**config.mk**
```make
export PLATFORM = sky130hd
export DESIGN_NAME = alu_divider
export DESIGN_NICKNAME = d
export VERILOG_FILES = /design/src/common/exu_pkg.sv /design/src/alu/alu_divider.sv
export VERILOG_INCLUDE_DIRS = /design/src /design/src/common
export SDC_FILE = /design/constraint.sdc
export NUM_CORES = 1
export LEC_CHECK = 0
export BUFFER_PORTS_ARGS = -buffer_cell sky130_fd_sc_hd__buf_4
export CORE_AREA = 2 2 237 239
export DETAILED_ROUTE_END_ITERATION = 16
export DIE_AREA = 0 0 239 241
export SYNTH_ARGS = -nofsm -noshare
export SYNTH_HDL_FRONTEND = slang
export SYNTH_SLANG_ARGS = --single-unit
```
**constraint.sdc**
```tcl
create_clock -name i_clk -period 5.8 [get_ports i_clk]
set_input_delay 0 -clock i_clk [delete_from_list [all_inputs] [get_ports i_clk]]
set_output_delay 0 -clock i_clk [all_outputs]
set_load 0.02 [all_outputs]
```
**src/common/exu_defs.svh**
```systemverilog
// data width, divider counter width and ALU control codes, included by the execute unit sources
`ifndef EXU_DEFS_SVH
`define EXU_DEFS_SVH

// datapath
`define XLEN 64
`define ALU_CTR_W 5

// enough for the 64 steps of a doubleword divide
`define DIV_CNT_W 7

// arithmetic and compare
`define ALU_ADD    5'b00000
`define ALU_SUB    5'b00001
`define ALU_SLT    5'b00010
`define ALU_SLTU   5'b00011

// logic and shifts
`define ALU_XOR    5'b00100
`define ALU_AND    5'b00101
`define ALU_OR     5'b00110
`define ALU_SLL    5'b00111
`define ALU_SRL    5'b01000
`define ALU_SRA    5'b01001

// M extension, divide codes go to the divider
`define ALU_MUL    5'b01010
`define ALU_DIV    5'b01011
`define ALU_DIVU   5'b01100
`define ALU_REM    5'b01101
`define ALU_REMU   5'b01110
`define ALU_MULH   5'b11001
`define ALU_MULHSU 5'b11010
`define ALU_MULHU  5'b11011

`define ALU_COPY   5'b01111

`endif

```
**src/common/exu_pkg.sv**
```systemverilog
// types shared by the execute unit modules, imported inside each module that needs them
`default_nettype none

`include "exu_defs.svh"

package exu_pkg;

  // one register-wide data word
  typedef logic [`XLEN-1:0] xlen_t;

  // ALU operation code, values from exu_defs.svh
  typedef logic [`ALU_CTR_W-1:0] alu_ctr_t;

  // shift amount for the doubleword forms
  typedef logic [$clog2(`XLEN)-1:0] shamt_t;

  // divider sequencing
  typedef enum logic [1:0] {
    DIV_IDLE,
    DIV_BUSY,
    DIV_DONE
  } div_state_e;

endpackage

`default_nettype wire

```
**src/alu/alu_divider.sv**
```systemverilog
// iterative restoring divider for div/divu/rem/remu and the W forms that exu starts with a pulse
`default_nettype none

`include "exu_defs.svh"

module alu_divider (
  input  wire logic           i_clk,
  input  wire logic           i_rst_n,
  input  wire logic           i_start,
  input  wire exu_pkg::xlen_t i_dividend,
  input  wire exu_pkg::xlen_t i_divisor,
  input  wire logic           i_is_signed,
  input  wire logic           i_is_rem,
  input  wire logic           i_word_cut,
  output logic                o_done,
  output exu_pkg::xlen_t      o_result
);

  import exu_pkg::*;

  localparam logic [`DIV_CNT_W-1:0] STEPS_W = 32;
  localparam logic [`DIV_CNT_W-1:0] STEPS_D = `XLEN;

  div_state_e            state_q;
  logic [`DIV_CNT_W-1:0] cnt_q;
  xlen_t                 rem_q;
  xlen_t                 quo_q;
  xlen_t                 divisor_q;
  xlen_t                 dividend_q;
  logic                  neg_quo_q;
  logic                  neg_rem_q;
  logic                  is_rem_q;
  logic                  word_q;
  logic                  by_zero_q;
  xlen_t                 dividend_ext;
  xlen_t                 divisor_ext;
  logic                  dividend_neg;
  logic                  divisor_neg;
  xlen_t                 dividend_mag;
  xlen_t                 divisor_mag;
  logic [`XLEN:0]        rem_shift;
  logic [`XLEN+1:0]      trial;
  logic                  trial_fits;
  xlen_t                 quo_fix;
  xlen_t                 rem_fix;
  xlen_t                 raw_result;

  // widen W operands by signedness before taking magnitudes
  assign dividend_ext = !i_word_cut ? i_dividend :
                        i_is_signed ? {{32{i_dividend[31]}}, i_dividend[31:0]} :
                                      {32'b0, i_dividend[31:0]};
  assign divisor_ext  = !i_word_cut ? i_divisor :
                        i_is_signed ? {{32{i_divisor[31]}}, i_divisor[31:0]} :
                                      {32'b0, i_divisor[31:0]};

  assign dividend_neg = i_is_signed & dividend_ext[`XLEN-1];
  assign divisor_neg  = i_is_signed & divisor_ext[`XLEN-1];
  assign dividend_mag = dividend_neg ? -dividend_ext : dividend_ext;
  assign divisor_mag  = divisor_neg ? -divisor_ext : divisor_ext;

  // restoring step subtracts only if the divisor fits
  assign rem_shift  = {rem_q, quo_q[`XLEN-1]};
  assign trial      = {1'b0, rem_shift} - {2'b0, divisor_q};
  assign trial_fits = ~trial[`XLEN+1];

  always_ff @(posedge i_clk or negedge i_rst_n) begin
    if (!i_rst_n) begin
      state_q <= DIV_IDLE;
      cnt_q   <= '0;
    end else begin
      case (state_q)
        DIV_IDLE: begin
          if (i_start) begin
            state_q <= DIV_BUSY;
            cnt_q   <= i_word_cut ? STEPS_W : STEPS_D;
          end
        end
        DIV_BUSY: begin
          cnt_q <= cnt_q - 1'b1;
          if (cnt_q == 1) begin
            state_q <= DIV_DONE;
          end
        end
        default: begin
          state_q <= DIV_IDLE;
        end
      endcase
    end
  end

  always_ff @(posedge i_clk) begin
    if (state_q == DIV_IDLE && i_start) begin
      rem_q      <= '0;
      // W form starts with the low word at the top so 32 steps cover it
      quo_q      <= i_word_cut ? {dividend_mag[31:0], 32'b0} : dividend_mag;
      divisor_q  <= divisor_mag;
      dividend_q <= dividend_ext;
      neg_quo_q  <= dividend_neg ^ divisor_neg;
      neg_rem_q  <= dividend_neg;
      is_rem_q   <= i_is_rem;
      word_q     <= i_word_cut;
      by_zero_q  <= (divisor_ext == '0);
    end else if (state_q == DIV_BUSY) begin
      rem_q <= trial_fits ? trial[`XLEN-1:0] : rem_shift[`XLEN-1:0];
      quo_q <= {quo_q[`XLEN-2:0], trial_fits};
    end
  end

  // overflow quotient keeps the bits of the most negative dividend
  assign quo_fix = neg_quo_q ? -quo_q : quo_q;
  assign rem_fix = neg_rem_q ? -rem_q : rem_q;

  always_comb begin
    if (by_zero_q) begin
      raw_result = is_rem_q ? dividend_q : '1;
    end else begin
      raw_result = is_rem_q ? rem_fix : quo_fix;
    end
  end

  assign o_result = word_q ? {{32{raw_result[31]}}, raw_result[31:0]} : raw_result;
  assign o_done   = (state_q == DIV_DONE);

  // exu must hold off a new divide until the last one has finished
  a_start_idle: assert property (@(posedge i_clk) disable iff (!i_rst_n)
    i_start |-> state_q == DIV_IDLE);

endmodule

`default_nettype wire

```
* Word level (Yosys, flattened, before mapping)
Cells that the tools add are included.
Widths: inputs -> output; s select.
** Storage, ports and cells
- Flip-flop bits (word level) :: 270
- Input bits :: 134
- Output and inout bits :: 65
- Logic and storage cells :: 55
** Operators by class
- Add/sub/neg operators :: 6
- Eq/ne operators :: 5
- Muxes and demuxes :: 22
- Bitwise logic cells :: 4
- Reductions and logical operators :: 7
** Operators with widths (number)
- $mux 64 :: 16
- $neg 64->64 :: 4
- $sub 65x64->66 :: 1
- $logic_not 64->1 :: 1
- $mux 7 :: 2
- $pmux 7 s2 :: 1
- $eq 7x1->1 const B :: 1
- $sub 7x1->7 const B :: 1
- $mux 2 :: 2
- $ne 2x2->1 const B :: 2
- $pmux 2 s2 :: 1
- $reduce_and 2->1 :: 2
- $reduce_bool 2->1 :: 2
- $and 1x1->1 :: 2
- $eq 2x1->1 const B :: 1
- $eq 2x2->1 const B :: 1
- $logic_not 2->1 :: 1
- $logic_and 1x1->1 :: 1
- $not 1->1 :: 1
- $xor 1x1->1 :: 1

* Longest topological paths before layout
Gate-level depths: netlist of the first run.
- Depth in word-level cells :: 6
- Gate-level depth with buffers :: 16

* Least setup slack after synthesis of the first run
No wires, ideal clock.
- Kind :: register to register
- Start point :: register state_q[1]
- End point :: register quo_q[61] (data pin)
- Library setup time :: 282 ps
- Data arrival time :: 5697 ps
- Setup slack :: -179 ps
- Cell stages (with the launch flop) :: 9
- Buffers on the path :: 1
- Period minus slack after synthesis :: 5979 ps
- Cell sequence :: dfrtp_1 -> inv_1 -> nand2_1 -> or2_2 -> inv_1 -> clkbuf_1 -> o311ai_0 -> o21ai_0 -> o21ai_0
** Between the ends
- Word-level cells in the longest chain between the ends :: 3
** RTL lines
- start: declaration :: line alu_divider.sv:24 : div_state_e state_q;
- start signal: assignment :: line alu_divider.sv:68 : state_q <= DIV_IDLE;
- start signal: assignment :: line alu_divider.sv:74 : state_q <= DIV_BUSY;
- start signal: assignment :: line alu_divider.sv:81 : state_q <= DIV_DONE;
- $logic_not 2->1 :: line alu_divider.sv:92 : if (state_q == DIV_IDLE && i_start) begin
- $logic_and 1x1->1 :: line alu_divider.sv:92
- $mux 64 :: line alu_divider.sv:92
- end signal: assignment :: line alu_divider.sv:95 : quo_q <= i_word_cut ? {dividend_mag[31:0], 32'b0} : dividend_mag;
- end signal: assignment :: line alu_divider.sv:105 : quo_q <= {quo_q[`XLEN-2:0], trial_fits};
- end: declaration :: line alu_divider.sv:27 : xlen_t quo_q;
Every way passes these cells.
A chain may end at the register's enable or synchronous reset.

* Final worst setup path of the first run
- Start point :: register quo_q[8]
- End point :: output o_result[43]
** Between the ends
- Word-level cells in the longest chain between the ends :: 5
** RTL lines
- $neg 64->64 :: line alu_divider.sv:110 : assign quo_fix = neg_quo_q ? -quo_q : quo_q;
- $mux 64 :: line alu_divider.sv:110
- $mux 64 :: line alu_divider.sv:117 : raw_result = is_rem_q ? rem_fix : quo_fix;
- $mux 64 :: line alu_divider.sv:114 : if (by_zero_q) begin
- $mux 64 :: line alu_divider.sv:121 : assign o_result = word_q ? {{32{raw_result[31]}}, raw_result[31:0]} : raw_result;
- end: declaration :: line alu_divider.sv:16 : output exu_pkg::xlen_t o_result
Every way passes these cells.

==> flow_metrics.tcl, run 1 <==
set metrics [dict create \
    ys_seq_elements 270 \
    core_um2 54900 \
    syn_inst 2656 \
    overflow 0 \
    wire_per_inst_um 23.0 \
    path_clk_slew_ns 0.06 \
    nets 3119 \
    die_x_um 239 \
    max_freq_mhz 202 \
    worstPathRequired_ns 5.80 \
    pre_cts_slack_ns 1.57 \
    synth_warnings 0 \
    slew_headroom_pct 23.1 \
    cts.htree.levels 2 \
    cts_buffers 35 \
    area_growth_pct 22.2 \
    clk_latency_ns 0.56 \
    initialDrtViolationCount 2527 \
    grt_first_pass_wirelength_um 124000 \
    antenna_found_initial 0 \
    layout_common_cells "o21ai_0, a21oi_1, nand2_1, buf_4, nor2_1" \
    syn_avg_cell_area_um2 8.20 \
    seq_area_frac_synth_pct 34.1 \
    hold_viol 0 \
    cp-end-kind "output pin" \
    min_from "i_dividend[56]" \
    worstMarginPinSlew_ns 1.15 \
    cp.arrival_ns 4.94 \
    clock_skew_ns 0.0167 \
    num_vias 22292 \
    syn-cell-area_um2 21800 \
    p_total_mw 5.09 \
    start_kind "flop" \
    place.gp.congestion 0.977 \
    tns_ns 0 \
    clockBufferDepth 3 \
    ir_drop_mv 0.154 \
    post-route-period-util_pct 85.2 \
    yosysUniqueCellTypes 82 \
    period_minus_slack_ns 4.94 \
    layout_setup_ws_ns 0.861 \
    power_per_cell_area_nw_per_um2 191 \
    start_util_pct 39.7 \
    max_cap_viol_count 0 \
    rows 86 \
    io-pin-count 199 \
    hpwl_um 62900 \
    post-route-util_pct 48.5 \
    drive_above_1_share_pct 11.3 \
    port_buffers 198 \
    tritoncts "done" \
    viasPerCell 6.12 \
    cts_hold_buffers 151 \
    drc 0 \
    wl_um 83700 \
    r2r-start "rem_q[13]" \
    crit_fanout 6 \
    cts_root_buffer "clkbuf_16" \
    dr.pass1.iters 6 \
    leakage_nw 10.3 \
    slew_violations 0 \
    fill_cells 5329 \
    worst-setup-path-type "reg2out" \
    detail-route-antenna-nets 0 \
    post_cts_buffers 0 \
    async_flop_share_pct 3.33 \
    die_y_um 241 \
    hold_class "in2reg" \
    antenna_cells 0 \
    grt_pass1_vias 20747 \
    layout_commonest_cell "o21ai_0" \
    synth_edf_count 197 \
    status "complete, no violations" \
    crit_path_start "quo_q[8]" \
    synth_ff_type "edfxtp_1" \
    rsz0062_at_grt "false" \
    grt_max_degree 84 \
    postCtsResizedCells 0 \
    cts.sinks 270 \
    die-area_um2 57600 \
    grt.total_usage_pct 28.0 \
    syn-num-nets 2861 \
    setup_viol 0 \
    whs_ns 0.0220 \
]
-- path summary, 6_finish.rpt --
check	end	depth (start not counted)	slack, ns
max in group asynchronous	state_q[1]	3	4.95
min in group asynchronous	cnt_q[0]	3	0.53
setup / recovery	o_result[43]	9	0.86
setup reg to reg	rem_q[8]	12	1.79
hold / removal	dividend_q[56]	3	0.02
hold reg to reg	cnt_q[4]	1	0.51
-- kinds of logic after synthesis --
kind of cell,share of synthesized area (%)
xor gates and xnor gates,11.5
AOI/OAI and AO/OA,25.1
adders and majority gates,4.11
DFF,34.1
buffers and inverters,4.97
and+or+nand+nor,17.2
muxes,2.99
-- metrics by stage --
step / cells / cell area [µm²]
3_3_place_gp: 3430 / 23800
2_1_floorplan: 2656 / 21800
5_1_grt: 3644 / 26600
4_1_cts: 3644 / 26600
6_report: 3644 / 26600
3_5_place_dp: 3430 / 23800
-- final cells by class --
class                   count  area, µm²  share of cell area [%]
clock buffers              42        986                    3.71
well taps                 704        881                    3.31
multi-input cells        2100      13300                    50.0
flip-flops and latches    270       7420                    27.9
clock inverters            21        318                    1.19
inverters                 130        493                    1.85
repair buffers            377       3210                    12.1
-- metal layers --
metal / up-vias / GRT usage, % / part of all wire, %
met5: - / 0 / 0
met4: 0 / 11.8 / 4.1
met3: 175 / 3.45 / 8.4
met2: 1113 / 45.0 / 45
met1: 10722 / 38.1 / 42
li1: 10282 / - / -
-- worst max-delay path, cell delays in order, from the launching register on --
cell	delay [ns]
edfxtp_1	0.44
or4_1	0.60
or4_1	0.47
or4_1	0.64
nand2b_1	0.37
o41ai_1	0.45
xnor2_1	0.22
nor2_1	0.08
o41ai_1	0.82
buf_4	0.28
-- synth_stat cells (6+ instances only) --
| cell | n | area, µm² |
|---|---|---|
| o21bai_1 | 15 | 113 |
| a32oi_1 | 9 | 78.8 |
| ha_1 | 70 | 876 |
| edfxtp_1 | 197 | 5920 |
| a21boi_0 | 6 | 45.0 |
| nand2b_1 | 13 | 81.3 |
| xor2_1 | 114 | 998 |
| a21oi_1 | 256 | 1280 |
| or4_1 | 25 | 188 |
| nor2b_1 | 9 | 56.3 |
| o21ai_0 | 303 | 1520 |
| o21a_1 | 14 | 105 |
| inv_1 | 129 | 484 |
| a21o_1 | 38 | 285 |
| clkbuf_1 | 138 | 518 |
| o32ai_1 | 7 | 61.3 |
| a31oi_1 | 21 | 131 |
| buf_1 | 11 | 41.3 |
| or3_1 | 36 | 225 |
| o41ai_1 | 35 | 307 |
| nor3_1 | 64 | 320 |
| nor4_1 | 32 | 200 |
| o221ai_1 | 11 | 96.3 |
| o211ai_1 | 9 | 67.6 |
| o22ai_1 | 14 | 87.6 |
| and3_1 | 9 | 56.3 |
| buf_2 | 7 | 35.0 |
| mux2i_1 | 64 | 641 |
| nand4_1 | 25 | 156 |
| xnor2_1 | 171 | 1500 |
| nor2_1 | 203 | 762 |
| or2_2 | 23 | 144 |
| dfxtp_1 | 64 | 1280 |
| a22oi_1 | 29 | 218 |
| o311ai_0 | 7 | 61.3 |
| nand2_1 | 249 | 935 |
| and2_1 | 10 | 62.6 |
| a211oi_1 | 15 | 113 |
| nand3_1 | 51 | 255 |
| o31ai_1 | 59 | 443 |
| dfrtp_1 | 9 | 225 |
-- registers in the layout (all words and copies together), names as in the netlist --
register / flops
by_zero_q: 1
dividend_q: 64
neg_rem_q: 1
is_rem_q: 1
neg_quo_q: 1
state_q: 2
word_q: 1
divisor_q: 64
rem_q: 64
cnt_q: 7
quo_q: 64
-- report_power, final --
| group | total (mW) | internal, mW | switching [mW] |
|---|---|---|---|
| registers | 2.07 | 2.07 | 0 |
| clock network | 2.50 | 1.57 | 0.925 |
| logic | 0.523 | 0.238 | 0.285 |
| total | 5.09 | 3.88 | 1.21 |
Note: power is estimated with default switching activity, not from simulation.
==> inputs of run 2 (changes only) <==
Settings changed: CELL_PAD_IN_SITES_DETAIL_PLACEMENT set to 1, CELL_PAD_IN_SITES_GLOBAL_PLACEMENT set to 1, PLACE_DENSITY_LB_ADDON set to 0.1.
==> run 2 against run 1 <==
  * Sequential share of layout area barely moved
  * Critical endpoint is now o_result[62]
  * Clock skew fell by 0.0026 ns
  * Flip-flop and latch count did not move
  * Register-to-register slack got worse by 0.23 ns
  * Die area unchanged
  * Power is 4.1% lower
  * Non-clock buffer count grew 9
  * Combinational power increased by 4.0%
  * Cell count grew 0.30%
  * Via count about the same
  * Core utilization decreased by 0.082 points
  * Worst setup slack lost 0.035 ns
==> flow_metrics.tcl, run 2 (synthesized netlist as in run 1, its figures left out) <==
set metrics [dict create \
    power_per_cell_area_nw_per_um2 184 \
    combPwrFrac_pct 11.1 \
    die-area_um2 57600 \
    clock_skew_ns 0.0141 \
    rows 86 \
    hold_class "in2reg" \
    dr.pass1.iters 5 \
    cp_common_cell "nor4_1" \
    slew_violations 0 \
    max_freq_mhz 201 \
    grt_max_degree 74 \
    max_cap_viol_count 0 \
    setup_viol 0 \
    cp.arrival_ns 4.97 \
    start_kind "flop" \
    ir_drop_mv 0.159 \
    worstPathRequired_ns 5.80 \
    crit_family "simple AND/OR/NAND/NOR gates" \
    crit_fanout 4 \
    cpPeakStageDelay_ns 0.75 \
    grt_pass1_vias 22134 \
    p_sw_mw 1.22 \
    layout_common_cells "o21ai_0, a21oi_1, nand2_1, buf_4, nor2_1" \
    num_vias 22287 \
    antenna_cells 0 \
    clockBufferDepth 3 \
    worstMarginPinSlew_ns 1.16 \
    cp-end-kind "output pin" \
    grt_first_pass_wirelength_um 138000 \
    clk_latency_ns 0.56 \
    cts_root_buffer "clkbuf_16" \
    path_cells "or4_1 > or3_1 > nor4_1 > inv_1 > nor4_1 > nand3_1 > o21ai_0 > xnor2_1 > nor3_1 > a311oi_1 > buf_4" \
    netSwitchingFraction_pct 25.0 \
    antenna_found_initial 1 \
    cts_buffers 36 \
    post-route-period-util_pct 85.8 \
    cts.sinks 270 \
    post_cts_buffers 0 \
    wire_per_inst_um 25.5 \
    wl_um 93200 \
    detail-route-antenna-nets 0 \
    cts.htree.levels 2 \
    worst-path-buf-inv 2 \
    crit_slowest_cell "nor4_1" \
    tritoncts "done" \
    drc 0 \
    layout_setup_ws_ns 0.826 \
    period_minus_slack_ns 4.97 \
    grt.total_usage_pct 31.6 \
    tns_ns 0 \
    overflow 0 \
    start_util_pct 39.7 \
    nets 3129 \
    io-pin-count 199 \
    initialDrtViolationCount 1923 \
    hpwl_um 70600 \
    core_um2 54900 \
    die_y_um 241 \
    area_growth_pct 22.0 \
    pre_cts_slack_ns 1.51 \
    place.gp.congestion 0.988 \
    p_total_mw 4.88 \
    worst-setup-path-type "reg2out" \
    die_x_um 239 \
    drive_above_1_share_pct 11.4 \
    p_seq_share_pct 42.4 \
    reg2reg_slack_ns 1.56 \
    hold_viol 0 \
    leakage_nw 10.3 \
    p_clk_share_pct 46.4 \
    path_clk_slew_ns 0.06 \
    viasPerCell 6.10 \
    status "complete, no violations" \
    port_buffers 198 \
    rsz0062_at_grt "false" \
    layout_commonest_cell "o21ai_0" \
    slew_headroom_pct 22.6 \
    p_int_mw 3.66 \
]
[run 2: per-stage QoR]
step                utilization (%)  instance area (µm²)  hold WS (ns)  std cells
global route                   48.4                26600        0.0326       3655
finish                         48.4                26600        0.0156       3655
global placement               43.4                23800        -0.168       3436
detailed placement             43.4                23800        -0.163       3436
CTS                            48.4                26600       0.00245       3655
floorplan                         -                21800        -0.296       2656
[run 2: per-layer routing]
layer	track usage [%]	share of wire (%)	vias to the layer above
met2	52.3	47	732
met1	42.1	44	11096
met5	0	0	-
met3	4.66	6.0	159
li1	-	-	10300
met4	11.0	3.6	0
[run 2: repair_timing]
| action | 4_1_cts | 5_1_grt |
|---|---|---|
| hold endpoints to repair | 166 | 0 |
| hold buffers | 154 | 0 |
| gates resized for setup | 0 | 0 |
[run 2: power groups by stage]
| stage | logic, mW | clock network (mW) | registers, mW |
|---|---|---|---|
| after floorplan | 0.205 | 0 | 2.11 |
| final | 0.544 | 2.27 | 2.07 |
| after global routing | 0.579 | 2.37 | 2.07 |
| after global placement | 0.425 | 0 | 2.11 |
| after CTS | 0.530 | 2.30 | 2.07 |
| after detailed placement | 0.434 | 0 | 2.11 |
[run 2: layout make-up]
cell class              count  area (µm²)
fillers                  6448       28300
multi-input cells        2100       13300
flip-flops and latches    270        7420
repair buffers            386        3280
clock buffers              55        1090
well taps                 704         881
inverters                 130         493
clock inverters            10        88.8
[run 2: path summary, 6_finish.rpt]
kind,cells past startpoint,startpoint,to
setup / recovery,11,quo_q[9],o_result[62]
hold / removal,3,i_dividend[56],dividend_q[56]
setup reg to reg,11,rem_q[11],rem_q[0]
hold reg to reg,1,cnt_q[4],cnt_q[4]
max in group asynchronous,3,i_rst_n,cnt_q[3]
min in group asynchronous,3,i_rst_n,cnt_q[5]
[run 2: worst register-to-register path, delay by kind of cell, from the launching register on]
kind	cells	cell delay, ns
AO/OA/AOI/OAI	8	2.01
adder cells (fa/ha/maj)	1	0.38
flip-flops	1	0.52
AND/OR/NAND/NOR	2	1.27
